## src/source/fcpu_macros.svh

```systemverilog
`ifndef FCPU_MACROS_SVH
`define FCPU_MACROS_SVH

// operand and result data width
`define DATA_W 32

// tag naming the in-flight instruction that produces a value
`define TAG_W 4

// code RAM address width, used for redirect targets
`define CRAM_ADDR_W 12

// branch reservation station depth
`define N_STATIONS 4

// a1, a2, pred and dst
`define N_OPERANDS 4

`endif
```

## src/source/isa_pkg.sv

```systemverilog
`include "fcpu_macros.svh"

package isa_pkg;

   // branch class opcodes seen by the branch cluster
   typedef enum logic [2:0] {
      I_NOP  = 3'd0,
      I_BLT  = 3'd1,   // taken when a1 < a2 as unsigned values
      I_BEQ  = 3'd2,   // taken when a1 == a2
      I_JMPR = 3'd3    // unconditional jump to a1
   } opcode_t;

endpackage

```

## src/source/ooo_pkg.sv

```systemverilog
`include "fcpu_macros.svh"

package ooo_pkg;

   import isa_pkg::*;

   typedef logic [`TAG_W-1:0] tag_t;

   // operand slot positions inside an entry
   localparam int OP_A1   = 0;
   localparam int OP_A2   = 1;
   localparam int OP_PRED = 2;   // bit 0 is the predicted outcome
   localparam int OP_DST  = 3;   // fall-back address if the prediction is wrong

   // a waiting operand holds its producer tag in the low bits,
   // a filled one holds the value itself
   typedef union packed {
      logic [`DATA_W-1:0] value;
      struct packed {
         logic [`DATA_W-`TAG_W-1:0] pad;
         tag_t                      tag;
      } wait_tag;
   } operand_u;

   typedef operand_u [`N_OPERANDS-1:0] ops_t;

   typedef struct packed {
      tag_t                   id;       // the branch's own tag
      opcode_t                opcode;
      logic [`N_OPERANDS-1:0] filled;   // one bit per operand
      ops_t                   ops;
   } br_entry_t;

endpackage

```

## src/source/rs_dispatch_if.sv

```systemverilog
`timescale 1ns/1ns

interface rs_dispatch_if
   import isa_pkg::*, ooo_pkg::*;
();

   logic    valid;
   logic    ready;
   tag_t    id;
   opcode_t opcode;
   ops_t    ops;      // every operand is filled when valid is high

   modport station (
      output valid, id, opcode, ops,
      input  ready
   );

   modport resolver (
      input  valid, id, opcode, ops,
      output ready
   );

endinterface

```

## src/source/branch_unit_top.sv

```systemverilog
`timescale 1ns/1ns
`include "fcpu_macros.svh"

module branch_unit_top
   import isa_pkg::*, ooo_pkg::*;
(
   input  logic                     clk,
   input  logic                     nrst,
   input  logic                     i_flush,
   input  logic                     i_valid,
   input  tag_t                     i_id,
   input  opcode_t                  i_opcode,
   input  logic [`N_OPERANDS-1:0]   i_filled,
   input  logic [`DATA_W-1:0]       i_a1,
   input  logic [`DATA_W-1:0]       i_a2,
   input  logic [`DATA_W-1:0]       i_pred,
   input  logic [`DATA_W-1:0]       i_dst,
   output logic                     o_ready,
   input  logic                     i_cdb_valid,
   input  tag_t                     i_cdb_tag,
   input  logic [`DATA_W-1:0]       i_cdb_data,
   output logic                     o_resolve_valid,
   output tag_t                     o_resolve_id,
   output logic                     o_taken,
   output logic                     o_pred_miss,
   output logic [`CRAM_ADDR_W-1:0]  o_redirect_addr
);

   br_entry_t issue_entry;

   // unfilled operand words carry the producer tag in their low bits
   assign issue_entry.id                  = i_id;
   assign issue_entry.opcode              = i_opcode;
   assign issue_entry.filled              = i_filled;
   assign issue_entry.ops[OP_A1].value    = i_a1;
   assign issue_entry.ops[OP_A2].value    = i_a2;
   assign issue_entry.ops[OP_PRED].value  = i_pred;
   assign issue_entry.ops[OP_DST].value   = i_dst;

   rs_dispatch_if dsp_if ();

   reservation_station i_reservation_station (
      .clk         (clk),
      .nrst        (nrst),
      .i_flush     (i_flush),
      .i_valid     (i_valid),
      .i_entry     (issue_entry),
      .o_ready     (o_ready),
      .i_cdb_valid (i_cdb_valid),
      .i_cdb_tag   (i_cdb_tag),
      .i_cdb_data  (i_cdb_data),
      .dsp         (dsp_if.station)
   );

   branch_resolve i_branch_resolve (
      .clk             (clk),
      .nrst            (nrst),
      .i_flush         (i_flush),
      .dsp             (dsp_if.resolver),
      .o_resolve_valid (o_resolve_valid),
      .o_resolve_id    (o_resolve_id),
      .o_taken         (o_taken),
      .o_pred_miss     (o_pred_miss),
      .o_redirect_addr (o_redirect_addr)
   );

endmodule

```

## src/source/branch_resolve.sv

```systemverilog
`timescale 1ns/1ns
`include "fcpu_macros.svh"

module branch_resolve
   import isa_pkg::*, ooo_pkg::*;
(
   input  logic                     clk,
   input  logic                     nrst,
   input  logic                     i_flush,
   rs_dispatch_if.resolver          dsp,
   output logic                     o_resolve_valid,
   output tag_t                     o_resolve_id,
   output logic                     o_taken,
   output logic                     o_pred_miss,
   output logic [`CRAM_ADDR_W-1:0]  o_redirect_addr
);

   logic                    r_valid;
   tag_t                    r_id;
   opcode_t                 r_opcode;
   ops_t                    r_ops;
   logic                    taken;
   logic                    miss;
   logic [`CRAM_ADDR_W-1:0] redirect;

   assign dsp.ready = 1'b1;   // takes one branch every cycle and never stalls

   always_ff @(posedge clk) begin
      if (nrst || i_flush) begin
         r_valid <= 1'b0;   // a flushed result never shows up
      end else begin
         r_valid <= dsp.valid && dsp.ready;
      end
   end

   always_ff @(posedge clk) begin
      if (dsp.valid && dsp.ready) begin
         r_id     <= dsp.id;
         r_opcode <= dsp.opcode;
         r_ops    <= dsp.ops;
      end
   end

   always_comb begin
      taken    = 1'b0;
      miss     = 1'b0;
      redirect = r_ops[OP_DST].value[`CRAM_ADDR_W-1:0];
      case (r_opcode)
         I_BLT: begin
            taken = (r_ops[OP_A1].value < r_ops[OP_A2].value);
            miss  = taken ^ r_ops[OP_PRED].value[0];
         end
         I_BEQ: begin
            taken = (r_ops[OP_A1].value == r_ops[OP_A2].value);
            miss  = taken ^ r_ops[OP_PRED].value[0];
         end
         I_JMPR: begin
            // the target is only known here, so the front end always has to follow
            taken    = 1'b1;
            miss     = 1'b1;
            redirect = r_ops[OP_A1].value[`CRAM_ADDR_W-1:0];
         end
         default: ;
      endcase
   end

   assign o_resolve_valid = r_valid;
   assign o_resolve_id    = r_id;
   assign o_taken         = r_valid && taken;
   assign o_pred_miss     = r_valid && miss;
   assign o_redirect_addr = redirect;

endmodule

```

## src/source/reservation_station.sv

```systemverilog
`timescale 1ns/1ns
`include "fcpu_macros.svh"

module reservation_station
   import isa_pkg::*, ooo_pkg::*;
(
   input  logic                 clk,
   input  logic                 nrst,
   input  logic                 i_flush,
   input  logic                 i_valid,
   input  br_entry_t            i_entry,
   output logic                 o_ready,
   input  logic                 i_cdb_valid,
   input  tag_t                 i_cdb_tag,
   input  logic [`DATA_W-1:0]   i_cdb_data,
   rs_dispatch_if.station       dsp
);

   localparam int PTR_W = $clog2(`N_STATIONS);
   localparam int CNT_W = $clog2(`N_STATIONS + 1);

   br_entry_t        slots [`N_STATIONS];
   br_entry_t        issue_fwd;
   logic [PTR_W-1:0] head;
   logic [PTR_W-1:0] tail;
   logic [CNT_W-1:0] count;
   logic             issue_fire;
   logic             disp_fire;

   // replace every waiting operand whose producer is on the CDB this cycle
   function automatic br_entry_t snoop(
      input br_entry_t          e,
      input logic               cdb_valid,
      input tag_t               cdb_tag,
      input logic [`DATA_W-1:0] cdb_data
   );
      br_entry_t r;
      r = e;
      for (int j = 0; j < `N_OPERANDS; j++) begin
         if (cdb_valid && !e.filled[j] && e.ops[j].wait_tag.tag == cdb_tag) begin
            r.ops[j].value = cdb_data;
            r.filled[j]    = 1'b1;
         end
      end
      return r;
   endfunction

   function automatic logic [PTR_W-1:0] next_ptr(input logic [PTR_W-1:0] p);
      if (p == PTR_W'(`N_STATIONS - 1)) begin
         return '0;
      end
      return p + 1'b1;
   endfunction

   assign o_ready    = (count != CNT_W'(`N_STATIONS));
   assign issue_fire = i_valid && o_ready && !i_flush;   // flush wins over an issue
   assign disp_fire  = dsp.valid && dsp.ready;

   // an operand broadcast in the issue cycle is stored already filled
   assign issue_fwd = snoop(i_entry, i_cdb_valid, i_cdb_tag, i_cdb_data);

   // branches leave in program order so only the oldest entry is offered
   assign dsp.valid  = (count != '0) && (&slots[head].filled);
   assign dsp.id     = slots[head].id;
   assign dsp.opcode = slots[head].opcode;
   assign dsp.ops    = slots[head].ops;

   always_ff @(posedge clk) begin
      if (nrst || i_flush) begin
         head  <= '0;
         tail  <= '0;
         count <= '0;
      end else begin
         if (issue_fire) begin
            tail <= next_ptr(tail);
         end
         if (disp_fire) begin
            head <= next_ptr(head);
         end
         case ({issue_fire, disp_fire})
            2'b10:   count <= count + 1'b1;
            2'b01:   count <= count - 1'b1;
            default: count <= count;     // both or neither leaves the fill level alone
         endcase
      end
   end

   always_ff @(posedge clk) begin
      for (int i = 0; i < `N_STATIONS; i++) begin
         slots[i] <= snoop(slots[i], i_cdb_valid, i_cdb_tag, i_cdb_data);
      end
      if (issue_fire) begin
         slots[tail] <= issue_fwd;   // overrides the snoop of a stale slot
      end
   end

endmodule

```

## config.mk

```make
export PLATFORM = sky130hd
export DESIGN_NAME = branch_unit_top
export DESIGN_NICKNAME = d
export VERILOG_FILES = /design/src/source/isa_pkg.sv /design/src/source/ooo_pkg.sv /design/src/source/rs_dispatch_if.sv /design/src/source/branch_unit_top.sv /design/src/source/branch_resolve.sv /design/src/source/reservation_station.sv
export VERILOG_INCLUDE_DIRS = /design/src /design/src/source
export SDC_FILE = /design/constraint.sdc
export NUM_CORES = 1
export LEC_CHECK = 0
export BUFFER_PORTS_ARGS = -buffer_cell sky130_fd_sc_hd__buf_4
export CORE_MARGIN = 5
export CORE_UTILIZATION = 40
export CTS_CLUSTER_SIZE = 24
export DETAILED_ROUTE_END_ITERATION = 8
export HOLD_SLACK_MARGIN = 0.15
export PLACE_DENSITY = 0.62
export SYNTH_ARGS = -nofsm -noshare
export SYNTH_HDL_FRONTEND = slang
export SYNTH_SLANG_ARGS = --single-unit
```

## constraint.sdc

```tcl
create_clock -name clk -period 9.5 [get_ports clk]
set_input_delay 0.95 -clock clk [delete_from_list [all_inputs] [get_ports clk]]
set_output_delay 0.95 -clock clk [all_outputs]
set_load 0.01 [all_outputs]
```

**Word level (Yosys, flattened, before mapping)**

Memory sizes are Yosys's and may differ from the RTL's. A register that Yosys moved wholly into a read port is not among the register bits.
Index checks and enable logic that the tools add are counted.

- Logic and storage cells: 175
- Memories kept: 1
- Bits in registers: 92
- Output and inout port bits: 20
- Input port bits: 180
- Memory bits (writable): 556

- Eq/ne operators: 29
- Mux-type cells: 58
- Reductions and logical operators: 70
- Bitwise gates (word level): 2
- Magnitude comparators: 1
- Add/sub/neg operators: 4

Memory list:

| memory | depth | width | read ports | clocked after Yosys merged registers in | wr ports | RTL line | source |
|---|---|---|---|---|---|---|---|
| i_reservation_station.slots | 4 | 139 | 5 | 1 | 5 | reservation_station.sv:22 | `` br_entry_t slots [`N_STATIONS]; `` |

Operator list:

| kind | count |
|---|---|
| $mux 32 | 20 |
| $eq 4x4->1 | 20 |
| $logic_and 1x1->1 | 45 |
| $eq 32x32->1 | 1 |
| $lt 32x32->1 | 1 |
| $mux 1 | 28 |
| $logic_not 1->1 | 21 |
| $mux 12 | 1 |
| $mux 2 | 6 |
| $eq 2x2->1 const B | 3 |
| $eq 3x2->1 const B | 2 |
| $pmux 1 s3 | 2 |
| $pmux 3 s2 | 1 |
| $add 2x1->2 const B | 2 |
| $reduce_and 4->1 | 1 |
| $add 3x1->3 const B | 1 |
| $eq 3x1->1 const B | 1 |
| $ne 3x3->1 const B | 1 |
| $reduce_bool 3->1 | 1 |
| $sub 3x1->3 const B | 1 |
| $eq 2x1->1 const B | 1 |
| $reduce_bool 2->1 | 1 |
| $xor 1x1->1 | 2 |
| $logic_or 1x1->1 | 1 |

**Logic depth before layout (Yosys ltp)**

- Depth in word-level cells: 7
- Mapped depth: 12
- Depth with buffers taken out: 11

**Cells and area by module**

Synthesis repeated with hierarchy kept, for this count alone.

- Cell total of the unflattened synthesis: 1792
- Area, all modules: 31348.8 µm²

Modules (own cells, without submodules):

| module | instances | area an instance (µm²) | cells each | seq. area each (µm²) |
|---|---|---|---|---|
| reservation_station | 1 | 27761.6 | 1564 | 16716.0 |
| branch_resolve | 1 | 3587.2 | 228 | 2542.4 |

**Worst setup path before layout**

Ideal clock, no wire load.

- Kind: input-to-reg
- Start point: in i_cdb_tag[2]
- End point: mem i_reservation_station.slots[1][32] (netlist name), enable pin
- Buffers on the path: 2
- Setup time: 0.514 ns
- Data required time: 8.986 ns
- Setup slack: 3.983 ns
- Arrival time: 5.003 ns
- Stages: 4
- Cells stage by stage: buf_2 -> buf_2 -> xor2_1 -> o41ai_1

RTL lines:

| what | RTL line | source |
|---|---|---|
| start: declaration | branch_unit_top.sv:20 | `input tag_t i_cdb_tag,` |
| end: declaration | reservation_station.sv:22 |  |

**Final worst setup path**

- Start point: reg i_branch_resolve.r_ops[29] (netlist name) (read register of i_reservation_station.slots)
- End point: out o_pred_miss

- Longest elaborated chain between the ends: 4
- Elaborated cells on any way between the ends: 6
- Classes of those cells: order compare (1); eq/ne (1); mux (1); bitwise (2); reduce/logical (1)

RTL lines:

| what | RTL line | source |
|---|---|---|
| start: declaration | branch_resolve.sv:21 | `ops_t r_ops;` |
| $lt 32x32->1 or $eq 32x32->1 (tied branches) | branch_resolve.sv:50, branch_resolve.sv:54 |  |
| $xor 1x1->1, on equally long branches | branch_resolve.sv:51, branch_resolve.sv:55 |  |
| $pmux 1 s3 (*) | branch_resolve.sv:48 | `case (r_opcode)` |
| $logic_and 1x1->1 (*) | branch_resolve.sv:70 | `assign o_pred_miss = r_valid && miss;` |
| end: declaration | branch_unit_top.sv:25 | `output logic o_pred_miss,` |

Every way passes the cells marked *; elsewhere a longest branch is shown, timed or not.

==> flow_summary.toml <==
[power]
max-vdd-ir-drop_mv = 0.102
p_leak_uw = 0.00859
cellPowerDensity_nw_per_um2 = 173

[global_route]
grt_usage_pct = 18.7
antenna_found_initial = 9
grt_pass1_wl_mm = 84.2
grt_pass1_vias = 12989
grt_max_degree = 63
grt-ovfl-total = 0

[route]
drt_iter0_markers = 959
routed_via_density = 5.46
num_vias = 12230
detail-route-antenna-nets = 0
drtPass1Iterations = 5
wl_per_cell_um = 25.5
drc = 0
wl_mm = 57.1

[sta]
worst_slew_pin_slew_ps = 1070
finalHoldViolations = 0
fmax_mhz = 237
drv_slew = 0
period_minus_slack_ps = 4220
fin_worst_skew_ps = 12.1
setup_viol = 0
relSlewSlack_pct = 27.8
grt_setup_unrepaired = "no"
post-route-period-util_pct = 44.4
tns_ps = 0
holdWs_ps = 497

[clock_network]
cts_root_buf = "clkbuf_16"
cts_resized = 0
cts.sinks = 458
clk_path_buf_depth = 3
htreeDepth = 2
cts_tree = "yes"
clkLatencyLatePin_ps = 570
cts-hold-fix-buffers = 0
clk_pin_slew_worst_paths_ps = 60
postCtsSetupRepairBufs = 0
cts_buffers = 49

[final_layout]
drive_gt1_share_pct = 45.7
areaGrowthSynthToFinish_pct = 14.8
nFillCells = 4791
final_cell_mix = "edfxtp_1 (432), mux2_2 (293), buf_4 (177)"
final_nets = 1676
fin_cells = 2240
final_common_cell = "edfxtp_1"

[critical_path]
critPathMaxFanout = 6
cp.arrival_ps = 3270
critPathMostFrequentCell = "nand3_1"
cp-end-kind = "output port"
cp_slowest_cell = "nor4_1"
crit_required_ps = 8550
critPathMaxStageDelay_ps = 740
r2r_end = "i_reservation_station.count[2]"
critPathLaunchType = "flip-flop"
reg2reg_depth = 12
reg2reg_slack_ps = 5820
crit_chain = "ha_1 > nand4_1 > nor4_1 > nand3_1 > or3_1 > nand3_1 > mux2i_1 > buf_4"
timing_worst_setup_path_type = "reg -> out"

[synthesis]
syn_inst = 1301
syn-num-nets = 1520
synthesis.area_um2 = 22300
synth_ff_type = "edfxtp_1"
synth.yosys.seq_area_share_pct = 60.6
synth_edf_count = 432
synthDistinctLibCells = 55
ys_async_sr_fraction_pct = 0
avgSynthCellArea_um2 = 17.1
yosys_warnings = 0
synth_seq_cells = 458

[floorplanning]
io_pins = 200
die_w_um = 246
num_rows = 86
die_y_um = 246
coreArea_um2 = 55100
die_area_um2 = 60500
start_util_pct = 40.4

[placement]
placed_cells = 2154
dp_hpwl_mm = 34.7
place_congestion = 0.806
io_buffers = 151

[worst_hold_path]
hp-start = "i_reservation_station.head[0]"
holdCritPathClass = "reg -> reg"
hold_depth = 2

[outcome]
status = "completed"

[run]
maxCapViolCount = 0
==> synth_stat cells, types with 9 or more instances <==
| library cell | instances | share of area (%) |
|---|---|---|
| xnor2_1 | 52 | 2.0 |
| o41ai_1 | 16 | 0.63 |
| buf_2 | 14 | 0.31 |
| nor2_2 | 9 | 0.25 |
| clkbuf_1 | 20 | 0.34 |
| edfxtp_1 | 432 | 58 |
| xor2_1 | 18 | 0.71 |
| mux2_4 | 25 | 1.7 |
| nand3_1 | 23 | 0.52 |
| nor2_1 | 22 | 0.37 |
| inv_1 | 54 | 0.91 |
| a21oi_1 | 17 | 0.38 |
| mux2_1 | 13 | 0.66 |
| a2bb2oi_1 | 16 | 0.63 |
| dfxtp_1 | 26 | 2.3 |
| buf_6 | 29 | 1.5 |
| mux2_2 | 293 | 15 |
| mux4_2 | 84 | 8.5 |
| ha_1 | 38 | 2.1 |
| nand4_1 | 10 | 0.28 |
| nand2_1 | 11 | 0.19 |
==> report_power, final <==
group	switching (µW)	internal [µW]	total, µW
Clock	759	991	1750
Combinational	172	177	349
Sequential	40.3	2290	2330
==> sequential cells by signal, summed over array words and instances (netlist names), named ones only <==
signal	count
i_branch_resolve.o_resolve_id	4
i_reservation_station.count	3
i_branch_resolve.o_resolve_valid	1
i_branch_resolve.r_ops	77
i_branch_resolve.r_opcode	3
i_reservation_station.tail	2
i_reservation_station.slots	364
i_reservation_station.head	2
==> worst max path at each step <==
stage / cells after the start / start / to
after global placement: 8 / i_branch_resolve.r_ops[31] / o_pred_miss
after CTS: 8 / i_branch_resolve.r_ops[29] / o_pred_miss
after floorplan: 4 / i_cdb_tag[2] / i_reservation_station.slots[1][32]
final: 8 / i_branch_resolve.r_ops[29] / o_pred_miss
after detailed placement: 12 / flip-flop / i_reservation_station.count[2]
after global routing: 8 / i_branch_resolve.r_ops[29] / o_pred_miss
==> logic make-up (layout without fill, tap and decap cells) <==
kind of cell / Yosys count / in the layout / share of synthesized area [%]
AOI/OAI and AO/OA: 83 / 83 / 2.75
xor gates and xnor gates: 70 / 70 / 2.75
adders and majority gates: 40 / 40 / 2.27
buffers and inverters: 128 / 314 / 3.24
DFF: 458 / 458 / 60.6
muxes: 417 / 417 / 25.8
other: 0 / 5 / 0
and+or+nand+nor: 105 / 105 / 2.62
==> worst max-delay path: cells and delay by family, from the launching register on <==
| kind | cells | cell delay, ps |
|---|---|---|
| simple gates | 5 | 1800 |
| flops | 1 | 370 |
| fa+ha+maj | 1 | 310 |
| buf+inv | 1 | 150 |
| mux | 1 | 80 |
==> layout make-up <==
type / instances / area [µm²] / share of cell area, %
diodes: 5 / 12.5 / 0.0489
well taps: 748 / 936 / 3.66
clock buffers: 67 / 1320 / 5.18
flip-flops and latches: 458 / 13500 / 52.8
clock inverters: 14 / 90.1 / 0.352
inverters: 56 / 215 / 0.842
multi-input cells: 715 / 8160 / 31.9
repair buffers: 177 / 1330 / 5.20
==> metal layers <==
| metal | vias to the layer above | routed length [µm] | GRT usage [%] | part of all wire, % |
|---|---|---|---|---|
| met5 | - | 74 | 0 | 0.13 |
| met4 | 8 | 1240 | 4.55 | 2.2 |
| met3 | 88 | 3480 | 4.35 | 6.1 |
| met2 | 328 | 28100 | 31.4 | 49 |
| met1 | 6322 | 24200 | 24.6 | 42 |
| li1 | 5484 | - | - | - |
==> per-stage QoR <==
step,setup WS (ps),util [%],total power (µW),cell area (µm²)
after detailed placement,5750,43.8,2720,24100
after floorplan,3980,-,2570,22300
final,5280,46.4,4430,25600
after global placement,5720,43.8,2710,24100
after global routing,5010,46.4,4570,25600
after CTS,5130,46.4,4470,25600
No activity file was read; power rests on OpenSTA's default activity.
